--- config.mk ---
export PLATFORM = sky130hd
export DESIGN_NAME = addr_decoder
export DESIGN_NICKNAME = d
export VERILOG_FILES = /design/src/verilog/soc_bus_pkg.sv /design/src/verilog/addr_decoder.sv
export SDC_FILE = /design/constraint.sdc
export NUM_CORES = 1
export LEC_CHECK = 0
export ABC_AREA = 1
export ABC_CLOCK_PERIOD_IN_PS = 1000
export BUFFER_PORTS_ARGS = -buffer_cell sky130_fd_sc_hd__buf_2
export CAP_MARGIN = 10
export CORE_AREA = 2 2 39 41
export DETAILED_ROUTE_END_ITERATION = 10
export DIE_AREA = 0 0 41 43
export GPL_TIMING_DRIVEN = 0
export PLACE_DENSITY = 0.73
export SLEW_MARGIN = 20
export SYNTH_ARGS = -nofsm -noshare
export SYNTH_HDL_FRONTEND = slang
export SYNTH_SLANG_ARGS = --single-unit
--- constraint.sdc ---
create_clock -name cpu_clock -period 1 [get_ports cpu_clock]
set_input_delay 0.15 -clock cpu_clock [delete_from_list [all_inputs] [get_ports cpu_clock]]
set_output_delay 0.15 -clock cpu_clock [all_outputs]
set_load 0.02 [all_outputs]
--- src/verilog/soc_bus_pkg.sv ---
// ------------------------------------------------
// CPU bus and address map, 16-bit address, 8-bit data
// A15 picks work RAM, else ROM for reads, video for writes
// ------------------------------------------------
package soc_bus_pkg;

   // Bus widths
   localparam int addr_bits = 16;
   localparam int data_bits = 8;

   // Memory address widths
   localparam int rom_addr_bits   = 12;   // 4 KiB boot ROM
   localparam int ram_addr_bits   = 15;   // 32 KiB work RAM
   localparam int video_addr_bits = 14;   // 16 KiB video memory

   // Address bit selecting the RAM half
   localparam int ram_select_bit = 15;

   // One CPU bus cycle, strobes active high
   typedef struct packed {
      logic [addr_bits-1:0] addr;
      logic [data_bits-1:0] wdata;
      logic                 rd;     // Read strobe
      logic                 wr;     // Write strobe
   } cpu_bus_t;

   // Target of an access
   typedef enum logic [1:0] {
      region_rom,     // Lower half, reads
      region_ram,     // Upper half, reads and writes
      region_video    // Lower half, writes
   } mem_region_e;

endpackage

--- src/verilog/addr_decoder.sv ---
// ------------------------------------------------
// One strobe per access; read data muxed by the region
// registered with rd, one cycle latency, no wait states
// ------------------------------------------------
module addr_decoder import soc_bus_pkg::*; (
   input  logic       cpu_clock,
   input  logic       rst,
   input  cpu_bus_t   cpu_bus,
   output logic       rom_rd,
   output logic       ram_rd,
   output logic       ram_wr,
   output logic       video_wr,
   input  logic [7:0] rom_data,
   input  logic [7:0] ram_data,
   output logic [7:0] cpu_din
);

   mem_region_e region;      // Target of the current access
   mem_region_e rd_region;   // Target of the last read
   logic        rd_seen;     // A read has happened since rst

   // A15 set is RAM; lower half splits by direction
   always_comb begin
      if (cpu_bus.addr[ram_select_bit]) region = region_ram;
      else if (cpu_bus.wr)              region = region_video;
      else                              region = region_rom;
   end

   assign rom_rd   = cpu_bus.rd && (region == region_rom);
   assign ram_rd   = cpu_bus.rd && (region == region_ram);
   assign ram_wr   = cpu_bus.wr && (region == region_ram);
   assign video_wr = cpu_bus.wr && (region == region_video);

   // Remember the source of each read for the next cycle
   always_ff @(posedge cpu_clock) begin
      if (rst) begin
         rd_region <= region_rom;
         rd_seen   <= 1'b0;
      end else if (cpu_bus.rd) begin
         rd_region <= region;
         rd_seen   <= 1'b1;
      end
   end

   // Memory outputs only change on rd, so data holds between reads
   always_comb begin
      if (!rd_seen)                       cpu_din = 8'h00;
      else if (rd_region == region_ram)   cpu_din = ram_data;
      else                                cpu_din = rom_data;   // Video is write-only
   end

   // CPU never reads and writes in one cycle
   a_no_rd_wr: assert property (@(posedge cpu_clock) disable iff (rst)
      !(cpu_bus.rd && cpu_bus.wr));

endmodule

==> results_dict.tcl <==
set metrics [dict create \
    crit_type "flip-flop to output port" \
    async_reset_ff_share_pct 0 \
    yosysMostFrequentCell "nor2_1" \
    ys_ff_latch 3 \
    fin_ws_ps -272.4 \
    vias 479 \
    setup_viol 8 \
    yosysSeqAreaShare_pct 18.82 \
    cts_buffer_depth 2 \
    synth_cells 63 \
    swShare_pct 33.66 \
    p_switching_mw 0.1950 \
    gp_congestion 0.6481 \
    synth_edf_count 0 \
    synth_area_leaders "nor2_1 (21%), dfxtp_1 (19%), inv_1 (16%)" \
    hold_path_class "primary input to flip-flop" \
    cp-end-kind "output port" \
    finalSetupTns_ps -2082 \
    cts_buffers 3 \
    synth_top_area_cell "nor2_1" \
    cts_hold_buf 0 \
    hold_slack_ps 98.73 \
    hpwl_um 702.7 \
    cp.arrival_ps 1120 \
    clkTransAtPathRegs_ps 40 \
    seqPwrFrac_pct 23.3 \
    synth-main-ff-cell "dfxtp_1" \
    finClkSkew_ps 0 \
    dp.cells 111 \
    wl_um 917 \
    worst_slew_pin_slew_ps 236.2 \
    violations "setup timing" \
    die_y_um 43 \
    first_iter_violations 3 \
    p_int_mw 0.3844 \
    detail_route.wl_per_cell_um 7.905 \
    clock-sinks 3 \
    start_util_pct 23.06 \
    overflow 0 \
    p_leak_nw 0.3572 \
    syn-cell-area_um2 319.1 \
    drive_gt1_share_pct 54.00 \
    rsz0062_at_grt "true" \
    firstDrtPassIters 3 \
    ys_warn_count 0 \
    start_kind "flip-flop" \
    power.total_mw 0.5794 \
    synth.distinct_cells 12 \
    clkLatencyLatePin_ps 230 \
    vias_per_cell 4.129 \
    critPathMaxStageDelay_ps 330 \
    grt_max_degree 10 \
    cp_top_family "simple AND/OR/NAND/NOR gates" \
    worstPathRequired_ps 850 \
    maxCapViolations 0 \
    drv_slew 0 \
    cp.buffers_inverters 2 \
    design_area_um2 590.6 \
    stdcell_count 116 \
    io_pins 56 \
    syn_avg_cell_area_um2 5.064 \
    synth_nets 107 \
    cts_tree "yes" \
    critPathMaxFanout 8 \
    finalCriticalPeriod_ps 1272 \
    fp.dieArea_um2 1763 \
    num_antenna_cells 0 \
    pwr_density_cell_nw_per_um2 981.1 \
    placedInstanceArea_um2 520.5 \
    num-nets-final 145 \
    slew_headroom_pct 84.21 \
    grt_antenna_before_repair 0 \
    status "finished with violations" \
    p_comb_share_pct 40.4 \
    p_clk_share_pct 36.3 \
    grtUsageTotal_pct 11.52 \
    crit_chain "inv_2, nor2_4, nor2_2, nor2_2, buf_6" \
    num_rows 14 \
    post-route-drc-count 0 \
    fin_crit_sh_pct 127.2 \
    area_growth_pct 85.10 \
    numPortBuffers 32 \
    die-width_um 41 \
    cpMostUsedCell "nor2_2" \
    grt_pass1_vias 407 \
    worst_ir_drop_vdd_mv 0.7000 \
    crit_slowest_cell "dfxtp_2" \
    fill_cells 159 \
    synth_top_area_share_pct 21.18 \
    ant_nets 0 \
    hold_violations 0 \
    fmax_mhz 785.9 \
    htreeDepth 1 \
    fp.coreArea_um2 1384 \
    grt_pass1_wl_um 1414 \
    cts_root_buf "clkbuf_4" \
    ys_top_cells_by_count "nor2_1 (18), inv_1 (14), nand2_1 (12), nand3_1 (8), dfxtp_1 (3)" \
]
[cell families (layout without fill, tap and decap cells)]
logic type      count (synthesis)  count (layout)  synth area share (%)
compound gates                  3               3                 5.491
simple gates                   40              40                 52.94
buf+inv                        17              54                 22.74
flops                           3               3                 18.82
[metrics by stage]
stage,utilization [%],setup WS [ps]
2_1_floorplan,-,0.4018
3_3_place_gp,37.61,-119.5
3_5_place_dp,37.61,-124.6
4_1_cts,42.31,-325.3
5_1_grt,42.68,-386.6
6_report,42.68,-272.4
[path summary, 6_finish.rpt]
path / slack [ps] / depth (start not counted) / to / start
max reg2reg: 280 / 3 / rd_region[0]$_SDFFE_PP0P_ / rd_region[0]$_SDFFE_PP0P_
min: 100 / 2 / rd_region[0]$_SDFFE_PP0P_ / rst
max: -270 / 5 / cpu_din[4] / rd_region[0]$_SDFFE_PP0P_
min reg2reg: 540 / 2 / rd_region[1]$_SDFFE_PP0P_ / rd_region[1]$_SDFFE_PP0P_
[timing repair]
action	in CTS	in global routing
setup buffers	2	0
pin swaps	1	7
setup endpoints to repair	8	8
gates resized for setup	10	6
hold endpoints to repair	0	0
[worst register-to-register path: cells and delay by family, from the launching register on]
| family | cells | cell delay [ps] |
|---|---|---|
| buffers and inverters | 1 | 140 |
| AOI/OAI and AO/OA | 1 | 110 |
| and+or+nand+nor | 1 | 50 |
| DFF | 1 | 330 |
[cell usage in the layout, fill, tap and decap left out]
master / instances
buf_2: 25
buf_6: 3
inv_2: 2
o21bai_1: 1
buf_4: 7
nand2_1: 12
inv_1: 13
nand3_1: 8
nor2_4: 1
clkbuf_4: 3
a21oi_1: 2
dfxtp_1: 1
nor2_1: 7
dfxtp_2: 2
nor3_1: 1
nor2_2: 11
clkbuf_1: 1
[power groups by stage]
| stage | Sequential [mW] | Combinational (mW) | Clock, mW |
|---|---|---|---|
| after floorplan | 0.134 | 0.132 | 0 |
| after global placement | 0.134 | 0.211 | 0 |
| after detailed placement | 0.135 | 0.214 | 0 |
| after CTS | 0.134 | 0.236 | 0.217 |
| after global routing | 0.135 | 0.258 | 0.242 |
| final | 0.135 | 0.234 | 0.210 |
[sequential cells by signal, summed over array words and instances, names as in the netlist]
register and cells:
rd_seen 1, rd_region 2
[routing by layer]
metal / vias up / GRT usage, % / wire length, um
met2: 21 / 20.00 / 457
met4: 0 / 8.000 / 8
met1: 197 / 11.50 / 383
met3: 2 / 1.571 / 68
met5: - / 0 / 0
li1: 259 / - / -
[area by class of cell]
| class | instances | area, um^2 | area share (%) |
|---|---|---|---|
| clock buffer | 4 | 26.28 | 4.449 |
| multi-input combinational | 43 | 214.0 | 36.23 |
| inverter | 15 | 56.30 | 9.534 |
| tap | 16 | 20.02 | 3.390 |
| timing repair buffer | 34 | 206.4 | 34.96 |
| sequential | 3 | 62.56 | 10.59 |
| buffer | 1 | 5.005 | 0.8475 |
No activity file was read; power rests on OpenSTA's default activity.
