===== src/verilog/soc_ctrl_pkg.sv =====
// ------------------------------------------------
// Status word from the I/O side and reset hold settings
// ------------------------------------------------
package soc_ctrl_pkg;

   // Hold counter
   localparam int reset_count_bits = 8;
   localparam logic [reset_count_bits-1:0] reset_hold_cycles = 8'd255;

   // Status word, a level from the I/O controller
   typedef struct packed {
      logic [4:0] spare;           // Unused bits 7:3
      logic       menu_reset;      // Bit 2, reset entry in menu
      logic       scanlines_off;   // Bit 1, display option
      logic       power_reset;     // Bit 0, power-up reset
   } status_t;

   // Reset sequencer states
   typedef enum logic [1:0] {
      rst_wait_lock,   // A hold condition is present
      rst_counting,    // Conditions clear, counting the hold
      rst_released     // CPU running
   } reset_state_e;

endpackage


===== src/verilog/reset_sequencer.sv =====
// ------------------------------------------------
// cpu_reset falls reset_hold_cycles edges after all hold
// conditions clear; any condition restarts the count
// ------------------------------------------------
module reset_sequencer import soc_ctrl_pkg::*; (
   input  logic    cpu_clock,
   input  logic    rst,
   input  logic    pll_locked,
   input  status_t status,
   output logic    cpu_reset
);

   reset_state_e                state;
   logic [reset_count_bits-1:0] count;   // Edges since conditions cleared
   logic                        hold;

   // Any reason to keep the CPU stopped
   assign hold = rst || !pll_locked || status.power_reset || status.menu_reset;

   always_ff @(posedge cpu_clock) begin
      if (hold) begin   // Covers rst too
         state     <= rst_wait_lock;
         count     <= '0;
         cpu_reset <= 1'b1;
      end else begin
         case (state)
            rst_wait_lock: begin   // First clear edge
               state <= rst_counting;
               count <= reset_count_bits'(1);
            end
            rst_counting: begin
               if (count == reset_hold_cycles) begin
                  state     <= rst_released;
                  cpu_reset <= 1'b0;
               end else begin
                  count <= count + 1'b1;
               end
            end
            rst_released: ;        // Stay until a condition returns
            default: state <= rst_wait_lock;
         endcase
      end
   end

   // Counter stops at the hold length instead of wrapping
   a_count_bound: assert property (@(posedge cpu_clock) disable iff (rst)
      (count == reset_hold_cycles && !hold) |=> count == reset_hold_cycles);

endmodule


===== config.mk =====
export PLATFORM = sky130hd
export DESIGN_NAME = reset_sequencer
export DESIGN_NICKNAME = d
export VERILOG_FILES = /design/src/verilog/soc_ctrl_pkg.sv /design/src/verilog/reset_sequencer.sv
export SDC_FILE = /design/constraint.sdc
export NUM_CORES = 1
export LEC_CHECK = 0
export CORE_AREA = 5 5 42 44
export CTS_BUF_LIST = sky130_fd_sc_hd__clkbuf_8
export DETAILED_ROUTE_END_ITERATION = 8
export DIE_AREA = 0 0 47 49
export DONT_BUFFER_PORTS = 1
export PLACE_DENSITY = 0.53
export SKIP_CTS_REPAIR_TIMING = 1
export SYNTH_ARGS = -nofsm -noshare
export SYNTH_HDL_FRONTEND = slang
export SYNTH_SLANG_ARGS = --single-unit

===== constraint.sdc =====
create_clock -name cpu_clock -period 2.4 [get_ports cpu_clock]
set_clock_uncertainty 0.1 [all_clocks]
set_input_delay 0.12 -clock cpu_clock [delete_from_list [all_inputs] [get_ports cpu_clock]]
set_output_delay 0.12 -clock cpu_clock [all_outputs]
set_load 0.02 [all_outputs]

==> results of run 1 <==
## cells in the final DEF, fill, tap and decap left out
| cell | n |
|---|---|
| sky130_fd_sc_hd__a21oi_1 | 5 |
| sky130_fd_sc_hd__a221oi_1 | 1 |
| sky130_fd_sc_hd__a31o_2 | 1 |
| sky130_fd_sc_hd__a31oi_1 | 1 |
| sky130_fd_sc_hd__a32oi_1 | 1 |
| sky130_fd_sc_hd__and3_1 | 1 |
| sky130_fd_sc_hd__and4_1 | 1 |
| sky130_fd_sc_hd__and4_2 | 1 |
| sky130_fd_sc_hd__buf_4 | 1 |
| sky130_fd_sc_hd__clkbuf_8 | 3 |
| sky130_fd_sc_hd__clkinv_2 | 1 |
| sky130_fd_sc_hd__dfxtp_1 | 11 |
| sky130_fd_sc_hd__ha_1 | 1 |
| sky130_fd_sc_hd__inv_1 | 1 |
| sky130_fd_sc_hd__mux2i_1 | 1 |
| sky130_fd_sc_hd__nand2_1 | 6 |
| sky130_fd_sc_hd__nand2b_1 | 1 |
| sky130_fd_sc_hd__nand3_1 | 6 |
| sky130_fd_sc_hd__nand3b_1 | 1 |
| sky130_fd_sc_hd__nand4_1 | 3 |
| sky130_fd_sc_hd__nor2_1 | 7 |
| sky130_fd_sc_hd__nor2b_1 | 2 |
| sky130_fd_sc_hd__nor4_1 | 2 |
| sky130_fd_sc_hd__nor4b_1 | 1 |
| sky130_fd_sc_hd__o211ai_1 | 1 |
| sky130_fd_sc_hd__o21ai_0 | 5 |
| sky130_fd_sc_hd__or2_2 | 1 |
| sky130_fd_sc_hd__or2b_1 | 1 |
| sky130_fd_sc_hd__or2b_2 | 1 |
| sky130_fd_sc_hd__or4_1 | 1 |
| sky130_fd_sc_hd__or4b_1 | 1 |
## worst max path at each step
stage | start | endpoint | slack [ns] | cells past startpoint
finish | count[0] | count[0] | 0.76 | 5
global route | count[0] | count[0] | 0.62 | 5
CTS | count[0] | count[0] | 0.75 | 5
detailed placement | count[0] | count[0] | 0.76 | 5
global placement | count[0] | count[0] | 0.78 | 5
floorplan | rst | count[7] | 0.90 | 4
## per-layer routing
metal  up-vias  part of all wire
met1       230              0.50
met2        10              0.45
li1        260                 -
met5         -                 0
met3         2             0.039
met4         0             0.012
## where the power goes
part / internal, W / switching [W] / total (W)
clock: 0.000114 / 0.0000707 / 0.000185
combinational: 0.00000334 / 0.00000344 / 0.00000677
sequential: 0.000184 / 0.00000145 / 0.000185
total: 0.000301 / 0.0000756 / 0.000377
## layout make-up
type,instances,area [sq um]
fill,151,781
multi-input combinational,54,323
sequential,11,220
clock buffer,3,41.3
tap,16,20.0
timing repair buffer,1,7.51
clock inverter,1,5.00
inverter,1,3.75
## state kept, by name, summed over array words and instances (netlist names)
name       count
count          8
state          2
cpu_reset      1
## critical path, delay by kind of cell (launching register included)
family	cells	cell delay (ns)
adder cells (fa/ha/maj)	1	0.23
multiplexers	1	0.16
flip-flops	1	0.38
AND/OR/NAND/NOR	2	0.43
AO/OA/AOI/OAI	1	0.24
## logic make-up after synthesis
group / Yosys count / synth area share
adder cells (fa/ha/maj): 1 / 0.0225
buffers and inverters: 3 / 0.0225
AO/OA/AOI/OAI: 15 / 0.162
multiplexers: 1 / 0.0180
flip-flops: 11 / 0.396
AND/OR/NAND/NOR: 37 / 0.378
## per-stage QoR
| step | setup WS (ns) | hold WS (ns) | instances | total power [W] |
|---|---|---|---|---|
| after floorplan | 0.896 | 0.168 | 68 | 0.000194 |
| after global placement | 0.780 | 0.278 | 83 | 0.000196 |
| after CTS | 0.748 | 0.0306 | 87 | 0.000385 |
| after global routing | 0.624 | 0.0430 | 87 | 0.000400 |
| final | 0.757 | 0.0291 | 87 | 0.000377 |
| after detailed placement | 0.761 | 0.278 | 83 | 0.000196 |
==> results.md, run 1 <==
| Result | Reported |
|---|---|
| CP max stage delay | 0.38 ns |
| Primary flip-flop cell chosen by synthesis mapping | sky130_fd_sc_hd__dfxtp_1 |
| Number of antenna violations at the first check in global routing | 0 |
| Clock sink count | 11 |
| Top cells by instance count after synthesis | sky130_fd_sc_hd__dfxtp_1 (11), sky130_fd_sc_hd__nor2_1 (7), sky130_fd_sc_hd__nand2_1 (6), sky130_fd_sc_hd__nand3_1 (6) |
| Hold Path Stages | 3 |
| Result of the run | finished, final reports clean |
| Type of the worst setup path | flip-flop to flip-flop |
| Global Route met2 Usage | 0.158 |
| Growth of design area from synthesis to finish | 11.7% |
| Number of global-route vias before repair | 449 |
| Hpwl dp | 843 um |
| Initial Util | 0.396 |
| Clock-pin slew of the registers on the worst-case setup and hold paths | 0.05 ns |
| Lkg Pwr | 0.207 nW |
| Count of antenna-violating nets left after detailed routing | 0 |
| Share of final-layout standard cells stronger than drive strength 1 | 0.127 |
| Max-capacitance violation count | 0 |
| Path category of the worst min-delay check | primary input to flip-flop |
| Critical Path Sink Type | flip-flop |
| Data arrival at the endpoint of the critical path | 1.69 ns |
| Power per cell area | 607 nW/um^2 |
| Worst reg2reg setup slack | 0.76 ns |
| Placeable Area | 1400 sq um |
| Global-route wire length before repair | 2.12 mm |
| Setup repair after global routing missed its margin | false |
| Post-route setup TNS | 0 ns |
| Floorplan row count | 14 |
| Number of different library cells in the post-synthesis netlist | 30 |
| Average instance area after synthesis | 8.17 sq um |
| Total of flip-flops plus latches after synthesis | 11 |
| Overall track demand over capacity in global routing | 0.126 |
| Min cycle time layout | 1.64 ns |
| Final Setup Violations | 0 |
| YS warnings | 0 |
| Capturing point of the worst reg2reg path | count[0] |
| Post-layout util | 0.443 |
| Endpoint, Worst Hold | cpu_reset |
| Count of input and output buffers | 0 |
| Share of the synthesized area in the top cell type | 0.396 |
| Max Fclk | 609 MHz |
| Insertion delay of the later-clocked pin in the worst-skew pair | 0.24 ns |
| Total Die Area | 2300 sq um |
| Nets in the synthesized netlist | 80 |
| Die boundary height | 49 um |
| Residual DRC count | 0 |
| GR met1 Demand/Resource | 0.188 |
| Net count reported at finish | 84 |
| Router iterations before antenna repair | 4 |
| Number of vias per cell | 5.77 |
| DP Area | 574 sq um |
| Slew margin rel. | 0.767 |
| Maximum level of the CTS H-tree | 1 |
| Top cell type by total area after synthesis | sky130_fd_sc_hd__dfxtp_1 |
| Worst path cell trace | ha_1 -> and3_1 -> nand2_1 -> mux2i_1 -> a221oi_1 |
| Required time worst endpoint | 2.44 ns |
| Cells after synthesis | 68 |
| Clock tree from TritonCTS | done |
| Maximum fanout along the worst path | 6 |
| Number of synthesized flops with an enable pin | 0 |
| TritonCTS Buffers | 3 |
| Netlist area before placement | 556 sq um |
| Count of final max-slew check failures | 0 |
| Vias | 502 |
| GRT busiest layer | met1 |
| Worst reg2reg path startpoint | count[0] |
| Io pins | 12 |
| Number of antenna diodes | 0 |
| Share of the clock period used by the worst path after layout | 0.685 |
| Most common cell in the netlist | sky130_fd_sc_hd__dfxtp_1 |
| Post-Layout Inst Area | 621 sq um |
| Portion of the post-synthesis area used by sequential elements | 0.396 |
| GPL Wtd Cong | 0.813 |
| Die outline width | 47 um |
| Share of flip-flops with an asynchronous set or reset | 0 |
| Initial detailed-routing violation count | 13 |
| Library cell contributing the largest single delay on the critical path | sky130_fd_sc_hd__dfxtp_1 |
| Number of cells on the worst reg-to-reg path | 5 |
| Worst min-delay path startpoint | rst |
| Root buffer cell | sky130_fd_sc_hd__clkbuf_8 |
| IR Drop Worst-Case VDD | 0.000315 V |
| Number of hold-slack violations in the final timing report | 0 |
| Remaining global-route overflow | 0 |
| Cells taking the most area after synthesis | sky130_fd_sc_hd__dfxtp_1 (40%), sky130_fd_sc_hd__nand3_1 (5.4%), sky130_fd_sc_hd__nor2_1 (4.7%) |
| Final routed wire length divided by cell count | 13.6 um |
| Buffer levels on the longest clock path | 2 |
| Actual transition at the worst max-transition pin | 0.349 ns |
| Kind of launch point of the worst setup path | flip-flop |
| Routing usage on met3 | 0.0332 |
| Routed wire length | 1.19 mm |
| Largest net degree at the start of global routing | 12 |
Power figures use the tool's default switching activity.
==> run 2: changes to the inputs <==
--- a/config.mk
+++ b/config.mk
@@ -10,7 +10,7 @@
 export DETAILED_ROUTE_END_ITERATION = 8
 export DIE_AREA = 0 0 47 49
 export DONT_BUFFER_PORTS = 1
-export PLACE_DENSITY = 0.53
+export PLACE_DENSITY = 0.55
 export SKIP_CTS_REPAIR_TIMING = 1
 export SYNTH_ARGS = -nofsm -noshare
 export SYNTH_HDL_FRONTEND = slang
==> constraint.sdc (replaced) <==
create_clock -name cpu_clock -period 1.4 [get_ports cpu_clock]
set_clock_uncertainty 0.1 [all_clocks]
set_input_delay 0.07 -clock cpu_clock [delete_from_list [all_inputs] [get_ports cpu_clock]]
set_output_delay 0.07 -clock cpu_clock [all_outputs]
set_load 0.02 [all_outputs]
==> run 2 against run 1 <==
Net effect:
- the flow now finishes with violations (negative setup slack)
- count of clock-buffer cells in the layout did not move
- register-to-register slack got worse by 0.81 ns
- final area rose by 28%
- power rose by 73%
- worst setup slack got worse by 0.81 ns
- via count rose by 16%
- sequential cell count did not move
- global-route usage rose by 0.91 points
- hold slack improved by 0.051 ns
- die area did not move
- critical path depth fell by 1
- critical path type unchanged
- critical endpoint is now count[7]
- largest power group unchanged
==> results.md, run 2 (synthesis gave the netlist of run 1 again) <==
| Result | Reported | Change |
|---|---|---|
| Result of the run | finished, violations left |  |
| Violated checks | negative setup slack |  |
| Hpwl dp | 973 um | +15% |
| Capturing point of the worst reg2reg path | count[7] |  |
| Clock tree from TritonCTS | done |  |
| Hold Path Stages | 3 | unchanged |
| Growth of design area from synthesis to finish | 43.2% |  |
| Die boundary height | 49 um | unchanged |
| Setup repair after global routing missed its margin | true |  |
| Buffer levels on the longest clock path | 2 | unchanged |
| Share of final-layout standard cells stronger than drive strength 1 | 0.368 | +0.241 |
| Die outline width | 47 um | unchanged |
| Final Setup Violations | 3 | +3 |
| Internal power component | 0.000520 W | +73% |
| DP Area | 674 sq um | +17% |
| Placeable Area | 1400 sq um | unchanged |
| Maximum fanout along the worst path | 5 | -1 |
| Io pins | 12 | unchanged |
| Largest net degree at the start of global routing | 11 | -1 |
| Clock-pin slew of the registers on the worst-case setup and hold paths | 0.05 ns | about the same |
| Maximum level of the CTS H-tree | 1 | unchanged |
| Number of hold-slack violations in the final timing report | 0 | unchanged |
| Max-capacitance violation count | 0 | unchanged |
| Overall track demand over capacity in global routing | 0.135 | +0.00907 |
| Slew margin rel. | 0.819 | +0.0520 |
| Global-route wire length before repair | 2.20 mm | +3.9% |
| Actual transition at the worst max-transition pin | 0.268 ns | -0.0813 ns |
| Max FFs per register | 8 | unchanged |
| Power per cell area | 821 nW/um^2 | +35% |
| Final Instance Count excl. Fillers | 103 | +18% |
| Min cycle time layout | 1.45 ns | -0.192 ns |
| Insertion delay of the later-clocked pin in the worst-skew pair | 0.24 ns | about the same |
| Worst path cell trace | and4_4 -> or2b_1 -> or4_1 -> nand3_1 |  |
| Number of antenna violations at the first check in global routing | 0 | unchanged |
| Path category of the worst min-delay check | primary input to flip-flop |  |
| Power spent charging and discharging nets | 0.000133 W | +76% |
| Post-Layout Inst Area | 796 sq um | +28% |
| Worst Setup SP | count[0] |  |
| Floorplan row count | 14 | unchanged |
| Lkg Pwr | 0.292 nW | +41% |
| Top library cells by usage in the layout, fill and taps aside | sky130_fd_sc_hd__buf_4 (14), sky130_fd_sc_hd__dfxtp_1 (8), sky130_fd_sc_hd__nor2_1 (7), sky130_fd_sc_hd__nand3_1 (6), sky130_fd_sc_hd__nand2_1 (5) |  |
| Count of final max-slew check failures | 0 | unchanged |
| Minimum hold slack | 0.0801 ns | +0.0510 ns |
| Critical Path Sink | count[7] |  |
| Post-layout util | 0.568 | +0.125 |
| Worst Setup Slack, final | -0.0512 ns | -0.808 ns |
| Data arrival at the endpoint of the critical path | 1.53 ns | -0.16 ns |
| Worst reg2reg setup slack | -0.05 ns | -0.81 ns |
| Number of vias per cell | 5.63 | -2.4% |
| Most common cell after layout, fill and taps aside | sky130_fd_sc_hd__buf_4 |  |
| Share of the clock period used by the worst path after layout | 1.04 | +0.352 |
| GPL Wtd Cong | 0.811 | -0.22% |
| Net count reported at finish | 100 | +19% |
| Combined area of the multi-input logic cells | 365 sq um | +13% |
| Initial Util | 0.396 | unchanged |
| Clock sink count | 11 | unchanged |
| Vias | 580 | +16% |
| Count of input and output buffers | 0 | unchanged |
| Critical Path Sink Type | flip-flop |  |
| Part of the power in registers | 0.482 | -0.009 |
| Count of antenna-violating nets left after detailed routing | 0 | unchanged |
| # fillers | 126 | -17% |
| Library cell contributing the largest single delay on the critical path | sky130_fd_sc_hd__or4_1 |  |
| Number of cells on the worst reg-to-reg path | 4 | -1 |
| Routed wire length | 1.38 mm | +16% |
| Part of the total power dissipated in combinational logic | 0.039 | +0.021 |
| Placed insts | 96 | +16% |
| Post-layout total power | 0.000654 W | +73% |
| Remaining global-route overflow | 0 | unchanged |
| Kind of cell adding the most delay to the critical path | simple AND/OR/NAND/NOR gates |  |
| Number of buffer and inverter instances along the worst setup path | 0 | unchanged |
| TritonCTS Buffers | 3 | unchanged |
| Kind of launch point of the worst setup path | flip-flop |  |
| Number of global-route vias before repair | 527 | +17% |
| Area used by sequential logic in the layout | 226 sq um | +2.8% |
| Total Die Area | 2300 sq um | unchanged |
| Type of the worst setup path | flip-flop to flip-flop |  |
| Registers with the highest flip-flop counts | count: 8 flops, state: 2 flops, cpu_reset: 1 flops |  |
| Final routed wire length divided by cell count | 13.3 um | -2.0% |
| Number of antenna diodes | 0 | unchanged |
| CP max stage delay | 0.40 ns | +0.02 ns |
| Router iterations before antenna repair | 4 | unchanged |
| Root buffer cell | sky130_fd_sc_hd__clkbuf_8 |  |
| Residual DRC count | 0 | unchanged |
| Clock power share | 0.480 | -0.011 |
| Register containing the most flip-flops in the final layout | count |  |
| Critical path depth in cells | 4 | -1 |
| Initial detailed-routing violation count | 13 | unchanged |
| Required time worst endpoint | 1.48 ns | -0.96 ns |
| Max Fclk | 689 MHz | +13% |
| Worst reg2reg path startpoint | count[0] |  |
| Sw Share | 0.204 | +0.00281 |
| IR Drop Worst-Case VDD | 0.000562 V | +79% |
-- run 2: cell count changes in the layout (fill, tap and decap cells not counted), sizes merged --
cell | before | now
buf | 1 | 14
clkinv | 1 | 0
dlygate4sd3 | 0 | 3
inv | 1 | 2
-- run 2: final cells by class --
type                            instances  area share
Tap cell                               16      0.0252
Sequential cell                        11       0.285
Clock buffer                            3      0.0519
Clock inverter                          1     0.00472
Multi-Input combinational cell         54       0.459
Timing Repair Buffer                   17       0.170
Inverter                                1     0.00472
-- run 2: power by group through the flow --
| stage | sequential [W] | clock (W) | combinational (W) |
|---|---|---|---|
| after floorplan | 0.000323 | 0 | 0.00000941 |
| after global placement | 0.000323 | 0 | 0.0000166 |
| after detailed placement | 0.000323 | 0 | 0.0000166 |
| after CTS | 0.000316 | 0.000326 | 0.0000170 |
| after global routing | 0.000314 | 0.000355 | 0.0000276 |
| final | 0.000315 | 0.000313 | 0.0000254 |
-- run 2: per-layer routing --
metal	GRT usage	vias to the layer above	wire length, um
li1	-	292	-
met1	0.163	277	610
met2	0.190	6	685
met3	0.0517	5	41
met4	0.0922	0	38
met5	0	-	0
-- run 2: worst min-delay path by stage --
stage / start / slack [ns] / end
after detailed placement: rst / 0.23 / cpu_reset
final: pll_locked / 0.08 / cpu_reset
after global placement: rst / 0.22 / cpu_reset
after CTS: rst / -0.02 / cpu_reset
after floorplan: status[2] / 0.12 / cpu_reset
after global routing: pll_locked / 0.09 / cpu_reset
-- run 2: metrics by stage --
step / setup WS (ns) / setup TNS (ns)
floorplan: -0.0400 / -0.111
global placement: -0.0732 / -0.219
detailed placement: -0.0950 / -0.369
CTS: -0.104 / -0.404
global route: -0.100 / -0.401
finish: -0.0512 / -0.0604
-- run 2: worst min-delay path: cells and delay by family --
family                 cells  cell delay (ns)
AND/OR/NAND/NOR            2             0.17
buffers and inverters      1             0.15
